**config.mk**
```make
export PLATFORM = sky130hd
export DESIGN_NAME = wall_spawner
export DESIGN_NICKNAME = d
export VERILOG_FILES = /design/src/wall_pkg.sv /design/src/spawn_trigger.sv /design/src/cell_match.sv /design/src/candidate_check.sv /design/src/wall_list.sv /design/src/wall_spawner.sv
export SDC_FILE = /design/constraint.sdc
export NUM_CORES = 1
export LEC_CHECK = 0
export BUFFER_PORTS_ARGS = -buffer_cell sky130_fd_sc_hd__buf_2
export CORE_AREA = 5 5 180 182
export DETAILED_ROUTE_END_ITERATION = 10
export DIE_AREA = 0 0 185 187
export PLACE_DENSITY = 0.83
export SYNTH_ARGS = -nofsm -noshare
export SYNTH_HDL_FRONTEND = slang
export SYNTH_SLANG_ARGS = --single-unit
```
**constraint.sdc**
```tcl
create_clock -name system_clk -period 3.46 [get_ports system_clk]
set_clock_uncertainty 0.15 [all_clocks]
set_input_delay 0.346 -clock system_clk [delete_from_list [all_inputs] [get_ports system_clk]]
set_output_delay 0.346 -clock system_clk [all_outputs]
set_load 0.01 [all_outputs]
```
**src/wall_pkg.sv**
```systemverilog
// field bounds, list sizes, luck thresholds, cell and list types, luck mode enum
`default_nettype none

package wall_pkg;

    //////////////////////////////////////////////////////////////////////
    // playfield
    //////////////////////////////////////////////////////////////////////

    // one coordinate, 16 cells per axis
    localparam int coord_w = 4;

    // walls only go strictly inside these
    localparam logic [coord_w-1:0] x_min = 4'd0;
    localparam logic [coord_w-1:0] x_max = 4'd15;
    localparam logic [coord_w-1:0] y_min = 4'd0;
    localparam logic [coord_w-1:0] y_max = 4'd15;

    // y on top, x below, same packing as the random source
    typedef struct packed {
        logic [coord_w-1:0] y;
        logic [coord_w-1:0] x;
    } cell_t;

    //////////////////////////////////////////////////////////////////////
    // lists and timing
    //////////////////////////////////////////////////////////////////////

    localparam int max_walls   = 25;
    localparam int snake_len   = 30;
    localparam int wall_cnt_w  = 5;
    // cycles from the scheduling pulse to spawn_req
    localparam int spawn_delay = 30;
    localparam int delay_cnt_w = $clog2(spawn_delay);

    typedef cell_t [snake_len-1:0] body_t;
    typedef cell_t [max_walls-1:0] wall_arr_t;

    //////////////////////////////////////////////////////////////////////
    // luck filter
    //////////////////////////////////////////////////////////////////////

    typedef enum logic [1:0] {
        luck_normal  = 2'd0,
        luck_unlucky = 2'd1,
        luck_lucky   = 2'd2
    } luck_mode_t;

    localparam int luck_cnt_w = 8;

    // manhattan distances from the head
    localparam int far_dist     = 8;
    localparam int far_relaxed  = 6;
    localparam int near_dist    = 3;
    localparam int near_relaxed = 5;
    // refusals before the rule loosens, then before anything valid goes
    localparam int relax_count  = 50;
    localparam int force_count  = 90;

endpackage

`default_nettype wire

```
**src/spawn_trigger.sv**
```systemverilog
// spawn_trigger: collision pairing, scheduled-wall cap and release delay
`default_nettype none

module spawn_trigger (
    input  logic system_clk,
    input  logic nreset,
    input  logic good_collision,
    input  logic wall_added,
    output logic spawn_req
);

    // high after an odd number of good collisions
    logic                               pair_q;
    // walls scheduled so far, caps at max_walls
    logic [wall_pkg::wall_cnt_w-1:0]    sched_cnt;
    logic [wall_pkg::delay_cnt_w-1:0]   delay_cnt;
    // delay running, request not yet raised
    logic                               pending;
    logic                               schedule;

    // second collision of a pair, only while under the cap
    assign schedule = good_collision & pair_q & (sched_cnt < wall_pkg::max_walls);

    //////////////////////////////////////////////////////////////////////
    // pairing and cap
    //////////////////////////////////////////////////////////////////////

    always_ff @(posedge system_clk, negedge nreset) begin
        if (!nreset) begin
            pair_q    <= 1'b0;
            sched_cnt <= '0;
        end else begin
            if (good_collision) begin
                pair_q <= ~pair_q;
            end
            // counts even when merged into an open request
            if (schedule) begin
                sched_cnt <= sched_cnt + 1'b1;
            end
        end
    end

    //////////////////////////////////////////////////////////////////////
    // release delay and request level
    //////////////////////////////////////////////////////////////////////

    always_ff @(posedge system_clk, negedge nreset) begin
        if (!nreset) begin
            pending   <= 1'b0;
            delay_cnt <= '0;
            spawn_req <= 1'b0;
        end else begin
            // request ends with the accepted wall
            if (wall_added) begin
                spawn_req <= 1'b0;
            end
            // new schedule only when idle, otherwise merged
            if (schedule && !pending && !spawn_req) begin
                pending   <= 1'b1;
                delay_cnt <= 1'b1;
            end else if (pending) begin
                // cycle spawn_delay-1 after the pulse, raise on this edge
                if (delay_cnt == wall_pkg::spawn_delay - 1) begin
                    pending   <= 1'b0;
                    delay_cnt <= '0;
                    spawn_req <= 1'b1;
                end else begin
                    delay_cnt <= delay_cnt + 1'b1;
                end
            end
        end
    end

endmodule

`default_nettype wire

```
**src/cell_match.sv**
```systemverilog
// cell_match: compares one cell against every entry of a cell array
`default_nettype none

module cell_match #(
    parameter type entry_t   = wall_pkg::body_t,
    parameter int  n_entries = wall_pkg::snake_len
) (
    input  wall_pkg::cell_t probe,
    input  entry_t          entries,
    output logic            hit
);

    // one flag per entry
    logic [n_entries-1:0] match_vec;

    always_comb begin
        for (int i = 0; i < n_entries; i++) begin
            // whole cell compare, x and y together
            match_vec[i] = (entries[i] == probe);
        end
    end

    // any entry equal to the probe
    assign hit = |match_vec;

endmodule

`default_nettype wire

```
**src/candidate_check.sv**
```systemverilog
// candidate_check: validity and luck tests per random cell, luck counter, accept pulse
`default_nettype none

module candidate_check (
    input  logic                   system_clk,
    input  logic                   nreset,
    input  logic                   spawn_req,
    input  wall_pkg::luck_mode_t   luck_mode,
    input  wall_pkg::cell_t        rand_cell,
    input  wall_pkg::cell_t        snake_head,
    input  logic                   body_hit,
    input  logic                   wall_hit,
    output logic                   wall_added,
    output wall_pkg::cell_t        new_wall
);

    logic                               searching;
    logic                               in_bounds;
    logic                               valid;
    logic                               luck_ok;
    logic                               accept;
    logic [wall_pkg::coord_w-1:0]       dx;
    logic [wall_pkg::coord_w-1:0]       dy;
    // up to 30, one bit wider than a coordinate
    logic [wall_pkg::coord_w:0]         head_dist;
    logic [wall_pkg::luck_cnt_w-1:0]    luck_cnt;

    // spawn_req is still high during the wall_added cycle
    assign searching = spawn_req & ~wall_added;

    //////////////////////////////////////////////////////////////////////
    // validity
    //////////////////////////////////////////////////////////////////////

    // bounds are exclusive
    assign in_bounds = (rand_cell.x > wall_pkg::x_min) && (rand_cell.x < wall_pkg::x_max) &&
                       (rand_cell.y > wall_pkg::y_min) && (rand_cell.y < wall_pkg::y_max);

    assign valid = in_bounds && (rand_cell != snake_head) && !body_hit && !wall_hit;

    //////////////////////////////////////////////////////////////////////
    // luck rule
    //////////////////////////////////////////////////////////////////////

    always_comb begin
        // manhattan distance to the head
        dx        = (rand_cell.x >= snake_head.x) ? rand_cell.x - snake_head.x
                                                  : snake_head.x - rand_cell.x;
        dy        = (rand_cell.y >= snake_head.y) ? rand_cell.y - snake_head.y
                                                  : snake_head.y - rand_cell.y;
        head_dist = {1'b0, dx} + {1'b0, dy};

        case (luck_mode)
            wall_pkg::luck_unlucky: begin
                // far away, loosened after many refusals
                luck_ok = (head_dist >= wall_pkg::far_dist) ||
                          ((head_dist >= wall_pkg::far_relaxed) &&
                           (luck_cnt > wall_pkg::relax_count)) ||
                          (luck_cnt >= wall_pkg::force_count);
            end
            wall_pkg::luck_lucky: begin
                // close to the head
                luck_ok = (head_dist <= wall_pkg::near_dist) ||
                          ((head_dist <= wall_pkg::near_relaxed) &&
                           (luck_cnt >= wall_pkg::relax_count)) ||
                          (luck_cnt >= wall_pkg::force_count);
            end
            default: begin
                luck_ok = 1'b1;
            end
        endcase
    end

    assign accept = searching & valid & luck_ok;

    //////////////////////////////////////////////////////////////////////
    // registers
    //////////////////////////////////////////////////////////////////////

    always_ff @(posedge system_clk, negedge nreset) begin
        if (!nreset) begin
            wall_added <= 1'b0;
            luck_cnt   <= '0;
        end else begin
            wall_added <= accept;
            // only valid cells touch the counter, kept across searches
            if (searching && valid) begin
                if (luck_ok) begin
                    luck_cnt <= '0;
                end else begin
                    luck_cnt <= luck_cnt + 1'b1;
                end
            end
        end
    end

    // accepted cell, read only with wall_added
    always_ff @(posedge system_clk) begin
        if (accept) begin
            new_wall <= rand_cell;
        end
    end

endmodule

`default_nettype wire

```
**src/wall_list.sv**
```systemverilog
// wall_list: shift register of placed walls and saturating wall count
`default_nettype none

module wall_list (
    input  logic                            system_clk,
    input  logic                            nreset,
    input  logic                            wall_added,
    input  wall_pkg::cell_t                 new_wall,
    output wall_pkg::wall_arr_t             walls,
    output logic [wall_pkg::wall_cnt_w-1:0] wall_count
);

    wall_pkg::wall_arr_t                list_q;
    wall_pkg::wall_arr_t                list_shift;
    logic [wall_pkg::wall_cnt_w-1:0]    cnt_q;
    logic [wall_pkg::wall_cnt_w-1:0]    cnt_next;

    // newest in slot 0, oldest falls off the top
    assign list_shift = {list_q[wall_pkg::max_walls-2:0], new_wall};
    assign cnt_next   = (cnt_q < wall_pkg::max_walls) ? cnt_q + 1'b1 : cnt_q;

    // the shifted list shows from the edge that raises wall_added
    assign walls      = wall_added ? list_shift : list_q;
    assign wall_count = wall_added ? cnt_next : cnt_q;

    always_ff @(posedge system_clk, negedge nreset) begin
        if (!nreset) begin
            list_q <= '0;
            cnt_q  <= '0;
        end else if (wall_added) begin
            list_q <= list_shift;
            cnt_q  <= cnt_next;
        end
    end

endmodule

`default_nettype wire

```
**src/wall_spawner.sv**
```systemverilog
// wall_spawner: top level with trigger, candidate checker, body and wall matchers, wall list
`default_nettype none

module wall_spawner (
    input  logic                            system_clk,
    input  logic                            nreset,
    input  logic                            good_collision,
    input  wall_pkg::luck_mode_t            luck_mode,
    input  wall_pkg::cell_t                 snake_head,
    input  wall_pkg::body_t                 snake_body,
    // one fresh random cell per clock
    input  wall_pkg::cell_t                 rand_cell,
    output wall_pkg::wall_arr_t             walls,
    output logic [wall_pkg::wall_cnt_w-1:0] wall_count,
    output logic                            wall_added
);

    logic               spawn_req;
    logic               body_hit;
    logic               wall_hit;
    wall_pkg::cell_t    new_wall;

    //////////////////////////////////////////////////////////////////////
    // request side
    //////////////////////////////////////////////////////////////////////

    spawn_trigger trigger (
        .system_clk     (system_clk),
        .nreset         (nreset),
        .good_collision (good_collision),
        .wall_added     (wall_added),
        .spawn_req      (spawn_req)
    );

    // random cell against the snake body
    cell_match #(
        .entry_t   (wall_pkg::body_t),
        .n_entries (wall_pkg::snake_len)
    ) body_match (
        .probe   (rand_cell),
        .entries (snake_body),
        .hit     (body_hit)
    );

    // and against the walls already placed
    cell_match #(
        .entry_t   (wall_pkg::wall_arr_t),
        .n_entries (wall_pkg::max_walls)
    ) wall_match (
        .probe   (rand_cell),
        .entries (walls),
        .hit     (wall_hit)
    );

    //////////////////////////////////////////////////////////////////////
    // search and result
    //////////////////////////////////////////////////////////////////////

    candidate_check cand_check (
        .system_clk (system_clk),
        .nreset     (nreset),
        .spawn_req  (spawn_req),
        .luck_mode  (luck_mode),
        .rand_cell  (rand_cell),
        .snake_head (snake_head),
        .body_hit   (body_hit),
        .wall_hit   (wall_hit),
        .wall_added (wall_added),
        .new_wall   (new_wall)
    );

    wall_list list (
        .system_clk (system_clk),
        .nreset     (nreset),
        .wall_added (wall_added),
        .new_wall   (new_wall),
        .walls      (walls),
        .wall_count (wall_count)
    );

endmodule

`default_nettype wire

```
Word-level counts from Yosys, hierarchy flattened

Index checks and enable logic that the tools add are counted.

$add $sub $neg: 9
$lt $le $gt $ge: 15
Equal/unequal tests: 59
Muxes and demuxes: 17
Bitwise operators: 7
Reduce and logical (&&, ||, !) cells: 22

Operators with widths:

| operator            | count |
|---|---|
| $eq 8x8->1          | 55 |
| $mux 200            | 1 |
| $reduce_or 30->1    | 1 |
| $mux 5              | 5 |
| $reduce_or 25->1    | 1 |
| $sub 4x4->4         | 4 |
| $add 5x1->5 const B | 3 |
| $logic_and 1x1->1   | 11 |
| $lt 5x5->1 const B  | 2 |
| $add 8x1->8 const B | 1 |
| $ge 4x4->1          | 2 |
| $ge 8x6->1 const B  | 1 |
| $ge 8x7->1 const B  | 1 |
| $gt 4x1->1 const B  | 2 |
| $gt 8x6->1 const B  | 1 |
| $lt 4x4->1 const B  | 2 |
| $mux 4              | 2 |
| $mux 8              | 1 |
| $ne 8x8->1          | 1 |
| $mux 1              | 7 |
| $add 4x4->5         | 1 |
| $and 1x1->1         | 5 |
| $eq 5x5->1 const B  | 1 |
| $ge 5x3->1 const B  | 1 |
| 10 further kinds    | 17 |

Flip-flop bits (word level): 235
Input bits: 261
Output and inout port bits: 206
Logic and storage cells: 189

Longest topological paths before layout

Word-level depth: 9
Gate-level depth with buffers: 20
Mapped depth without buffers: 18

Hierarchy

From an unflattened synthesis, not the netlist that was laid out.

Cells, all modules: 1326
Area total of the unflattened synthesis: 15767.6 µm²

By module, submodules not included:

| module                   | instances | cells each | area an instance (µm²) | seq. area each (µm²) |
|---|---|---|---|---|
| wall_list                | 1         | 444        | 8075.2                 | 5129.9 |
| cell_match at body_match | 1         | 368        | 3021.6                 | 0.0 |
| cell_match at wall_match | 1         | 303        | 2509.9                 | 0.0 |
| candidate_check          | 1         | 154        | 1505.2                 | 465.4 |
| spawn_trigger            | 1         | 57         | 655.6                  | 325.3 |

Worst setup path before layout

No wires, ideal clock.

Kind: input port to flip-flop
Start: in rand_cell[0] (netlist name)
End: reg, netlist name cand_check.new_wall[0]
Data arrival time: 4.334 ns
Path slack: -1.400 ns
Stages on the path: 17
Path through: buf_2 inv_2 buf_2 ha_1 inv_1 fa_1 a21o_1 a21o_1 a21oi_1 mux2_2 ha_1 a21o_1 and4b_1 o21ai_0 a31oi_1 o21ai_0 nor2b_1

Cells in the longest elaborated chain, start to end: 9
Elaborated cells on any way between the ends: 86

RTL lines:

| item                                                    | line                                                                | RTL |
|---|---|---|
| start, declared                                         | wall_spawner.sv:12                                                  | `input wall_pkg::cell_t rand_cell,` |
| $sub 4x4->4 (tied with other cells)                     | candidate_check.sv:48                                               | `: snake_head.x - rand_cell.x;` |
| $mux 4 / $logic_and 1x1->1 (equally long branches)      | candidate_check.sv:47, candidate_check.sv:36                        |  |
| $add 4x4->5 / $logic_and 1x1->1 (equally long branches) | candidate_check.sv:51, candidate_check.sv:36                        |  |
| $le 5x3->1 (tied with other cells)                      | candidate_check.sv:64                                               | `((head_dist <= wall_pkg::near_relaxed) &&` |
| $logic_and 1x1->1 (on tied branches)                    | candidate_check.sv:64, candidate_check.sv:39, candidate_check.sv:57 |  |
| $logic_or 1x1->1 (tied with other cells)                | candidate_check.sv:63                                               | `luck_ok = (head_dist <= wall_pkg::near_dist) \|\|` |
| $logic_or 1x1->1 (tied with other cells)                | candidate_check.sv:65                                               | `(luck_cnt >= wall_pkg::relax_count)) \|\|` |
| $pmux 1 s2 / $and 1x1->1 (equally long branches)        | candidate_check.sv:53, candidate_check.sv:74                        |  |
| $and 1x1->1 (*)                                         | candidate_check.sv:74                                               | `assign accept = searching & valid & luck_ok;` |
| named net cand_check.accept                             | candidate_check.sv:21                                               | `logic accept;` |

The timed path passes the listed nets; every way through them passes the cells marked *.
A chain may end at the register's enable or synchronous reset.

Worst setup path after layout

Start: in rand_cell[0] (netlist name)
End: reg cand_check.luck_cnt[5] (netlist name)

Cells in the longest elaborated chain, start to end: 9
Elaborated cells on any way between the ends: 86

RTL lines:

| item                                            | line                                         | RTL |
|---|---|---|
| $sub 4x4->4 (tied with other cells)             | candidate_check.sv:48                        |  |
| $mux 4                                          | candidate_check.sv:47                        | `dx = (rand_cell.x >= snake_head.x) ? rand_cell.x - snake_head.x` |
| $add 4x4->5                                     | candidate_check.sv:51                        | `head_dist = {1'b0, dx} + {1'b0, dy};` |
| $le 5x3->1 / $ge 5x3->1 (equally long branches) | candidate_check.sv:64, candidate_check.sv:57 |  |
| $logic_and 1x1->1 (on tied branches)            | candidate_check.sv:64, candidate_check.sv:57 |  |
| $logic_or 1x1->1 (on tied branches)             | candidate_check.sv:63, candidate_check.sv:56 |  |
| $logic_or 1x1->1 (on tied branches)             | candidate_check.sv:65, candidate_check.sv:58 |  |
| $pmux 1 s2                                      | candidate_check.sv:53                        | `case (luck_mode)` |
| $mux 8                                          | candidate_check.sv:88                        | `if (luck_ok) begin` |
| end signal, assigned                            | candidate_check.sv:91                        | `luck_cnt <= luck_cnt + 1'b1;` |
| end, declared                                   | candidate_check.sv:26                        | `logic [wall_pkg::luck_cnt_w-1:0] luck_cnt;` |

Parallel ways exist; a longest one is shown, timed or not.

==> flow_metrics.py <==
metrics = {
    "detailed_routing": {
        "antenna_left": 0,
        "first_pass_iters": 5,
        "vias": 12400,
        "avgRoutedWirePerCell_um": 23.5,
        "drtIter0Drc": 721,
        "drcViolationCount": 0,
        "routed_via_density": 5.52,
        "drt-total-wl_mm": 52.6,
    },
    "critical_path": {
        "crit_path_start_kind": "primary input",
        "r2r_setup_slack_ns": 0.14,
        "r2r-start": "cand_check.wall_added$_DFF_PN0_",
        "crit_arrival_ns": 3.76,
        "critPathCapture": "cand_check.luck_cnt[5]$_DFFE_PN0P_",
        "crit_path_start": "rand_cell[0]",
        "setup.worst_path.class": "primary input to flip-flop",
        "cp.required_ns": 3.72,
        "r2r-end": "cand_check.luck_cnt[5]$_DFFE_PN0P_",
        "worst_r2r_path_depth": 13,
        "crit_path_end_kind": "flip-flop",
        "cp_max_fo": 5,
    },
    "pwr": {
        "peakVddDrop_v": 0.000357,
        "clkPwrFrac_pct": 27.0,
        "combPwrFrac_pct": 36.6,
        "p_sw_mw": 3.22,
        "intPower_mw": 6.21,
        "switching_share_pct": 34.1,
        "power.leakage_nw": 9.12,
        "p_seq_share_pct": 36.5,
        "powerDensity_nw_per_um2": 498,
    },
    "die": {
        "start_util_pct": 48.5,
        "dieHeight_um": 187,
        "core-area_um2": 30400,
        "dieArea_um2": 34600,
        "io_pins": 467,
        "die_w_um": 185,
        "fp-row-count": 64,
    },
    "flow_run": {
        "maxCapViolations": 0,
    },
    "timing": {
        "setup_viol": 3,
        "fin_ws_ns": -0.0353,
        "drv_slew": 0,
        "max_slew.worst_pin.slew_ns": 0.750,
        "hold_viol_final": 0,
        "min_period_over_period_pct": 101,
        "rsz0062_at_grt": "true",
        "fin_tns_setup_ns": -0.0953,
        "fmax_mhz": 286,
        "relSlewSlack_pct": 50.0,
        "period_minus_slack_ns": 3.50,
    },
    "yosys": {
        "netlist_top_cells_area": "dfrtp_1 38%, xnor2_1 19%, mux2_2 15%, xor2_1 7.5%, nor4_1 3.1%",
        "synth-seq-area-share_pct": 40.1,
        "synth_edf_count": 8,
        "syn_area_per_cell_um2": 11.2,
        "synth.top_cell.area_share_pct": 38.5,
        "synthCells": 1323,
        "synth-main-ff-cell": "dfrtp_1",
        "async_flop_share_pct": 96.6,
        "syn_nets": 1614,
        "yosysWarningCount": 0,
        "synth_top_area_cell": "dfrtp_1",
        "synth_seq_cells": 235,
        "syn_area_um2": 14800,
        "synth_cell_types": 43,
    },
    "layout": {
        "final_cells": 2239,
        "drive_gt1_share_pct": 44.3,
        "final_nets": 2111,
        "final-seq-area_um2": 5920,
        "area_growth_pct": 28.2,
        "fillers": 2376,
        "multi_input_area_um2": 8500,
        "final_util_pct": 62.2,
    },
    "clock_tree": {
        "cts_sinks": 235,
        "cts_buffers": 23,
        "path_clk_slew_ns": 0.07,
        "cts_tree": "done",
        "root_buffer": "clkbuf_16",
        "ctsLongestPathBuffers": 3,
        "clock_latency_ns": 0.50,
        "htreeDepth": 1,
    },
    "global_routing": {
        "grt_max_degree": 93,
        "track_usage_pct": 28.7,
        "grt_pass1_wl_mm": 77.0,
        "antenna_found_initial": 12,
        "grt_pass1_vias": 13100,
        "gr-total-overflow": 0,
    },
    "place": {
        "dp_cells": 2173,
        "io_buffers": 466,
        "place_congestion": 0.909,
        "dp_hpwl_mm": 39.7,
    },
    "status": {
        "status": "finished with violations",
        "violations": "setup timing",
    },
    "hold_path": {
        "hold_class": "primary input to asynchronous set/reset pin",
    },
}
==> cell usage after synthesis (3+ instances only) <==
library cell and count:
fa_1 5, nand3_1 8, buf_1 4, nor3_1 5, nor2b_1 3, buf_6 4, o21ai_0 20, edfxtp_1 8
a21oi_1 19, mux2_2 202, nor2_1 35, and2_1 3, a21o_1 9, xnor2_1 320, xor2_1 126, a31oi_1 5
ha_1 25, nand2b_1 3, mux2i_1 4, nor4_1 74, nand2_1 40, inv_1 21, nand4_1 54, dfrtp_1 227
buf_2 60, o31ai_1 6, inv_2 6, buf_4 4
==> flip-flops by register name, summed over array words and instances (netlist names) <==
register	cells
list.list_q	200
cand_check.luck_cnt	8
cand_check.new_wall	8
list.cnt_q	5
trigger.delay_cnt	5
trigger.sched_cnt	5
cand_check.wall_added	1
trigger.pair_q	1
trigger.pending	1
trigger.spawn_req	1
==> how the worst min path moves through the flow <==
stage,from,endpoint,cells past startpoint
2_1_floorplan,nreset,cand_check.luck_cnt[0]$_DFFE_PN0P_,0
3_3_place_gp,nreset,list.list_q[110]$_DFF_PN0_,1
3_5_place_dp,nreset,list.list_q[106]$_DFF_PN0_,1
4_1_cts,nreset,list.list_q[110]$_DFF_PN0_,2
5_1_grt,nreset,list.list_q[110]$_DFF_PN0_,2
6_report,nreset,list.list_q[110]$_DFF_PN0_,2
==> power by group through the flow <==
stage	sequential [mW]	combinational [mW]	clock, mW
final	3.44	3.45	2.54
after global routing	3.48	3.68	2.70
after CTS	3.43	3.30	2.58
after detailed placement	3.47	3.23	0
after global placement	3.45	3.15	0
after floorplan	3.35	2.17	0
==> stage by stage <==
stage	area [µm²]	hold slack (ns)	total power, mW	setup WS (ns)
2_1_floorplan	14900	-0.0996	5.52	-0.589
3_3_place_gp	17800	0.169	6.60	-0.615
3_5_place_dp	17800	0.174	6.70	-0.729
4_1_cts	18700	0.240	9.30	-0.153
5_1_grt	18900	0.276	9.85	-0.198
6_report	18900	0.235	9.43	-0.0353
==> area by class of cell <==
cell class | instances | area share, %
multi-input combinational | 987 | 44.9
clock inverter | 10 | 0.529
sequential | 235 | 31.3
timing repair buffer | 546 | 16.4
tap | 396 | 2.62
antenna | 8 | 0.106
clock buffer | 30 | 3.50
inverter | 27 | 0.668
==> logic make-up after synthesis <==
kind of cell             Yosys count  share of synthesized area, %
AO/OA/AOI/OAI                     72                          3.01
XOR/XNOR                         446                          26.5
adder cells (fa/ha/maj)           30                          2.80
buffers and inverters            101                          3.38
flip-flops                       235                          40.1
multiplexers                     206                          15.7
AND/OR/NAND/NOR                  233                          8.57
==> timing repair <==
action,CTS,global route
pin swaps,21,15
gates cloned,0,2
endpoints found under the hold margin,61,0
hold buffers,2,0
gates resized for setup,14,21
setup buffers,8,6
endpoints found under the setup margin,13,16
==> metal layers <==
metal / wire length (µm) / track usage [%]
met1: 18800 / 33.5
met2: 27700 / 51.8
met3: 4320 / 5.35
met4: 1710 / 10.6
met5: 28 / 0
==> critical path, cell delays in order <==
cell and delay, ns:
buf_12 0.11, clkinv_8 0.04, ha_4 0.11, inv_2 0.04, fa_2 0.34, a21o_1 0.17, a21o_1 0.19, a21oi_4 0.19
mux2i_1 0.27, xor2_1 0.20, ha_1 0.27, and4b_1 0.21, o21ai_2 0.15, a21oi_2 0.05, a2111oi_2 0.32, o21ai_1 0.14
buf_4 0.18, or2_4 0.28, o31ai_4 0.18
==> cell usage in the layout, fill, tap and decap left out, types with 6 or more instances in the layout <==
master,count
mux2_2,200
buf_2,460
nand4_1,54
inv_2,6
diode_2,8
xor2_1,125
dfrtp_1,226
inv_1,19
clkbuf_8,6
a21oi_1,16
xnor2_1,320
o21ai_0,15
nand3_1,8
edfxtp_1,8
a21o_1,9
ha_1,22
buf_4,74
clkbuf_16,25
nor2_1,35
nand2_1,40
nor4_1,73
(Power assumes the default switching activity.)
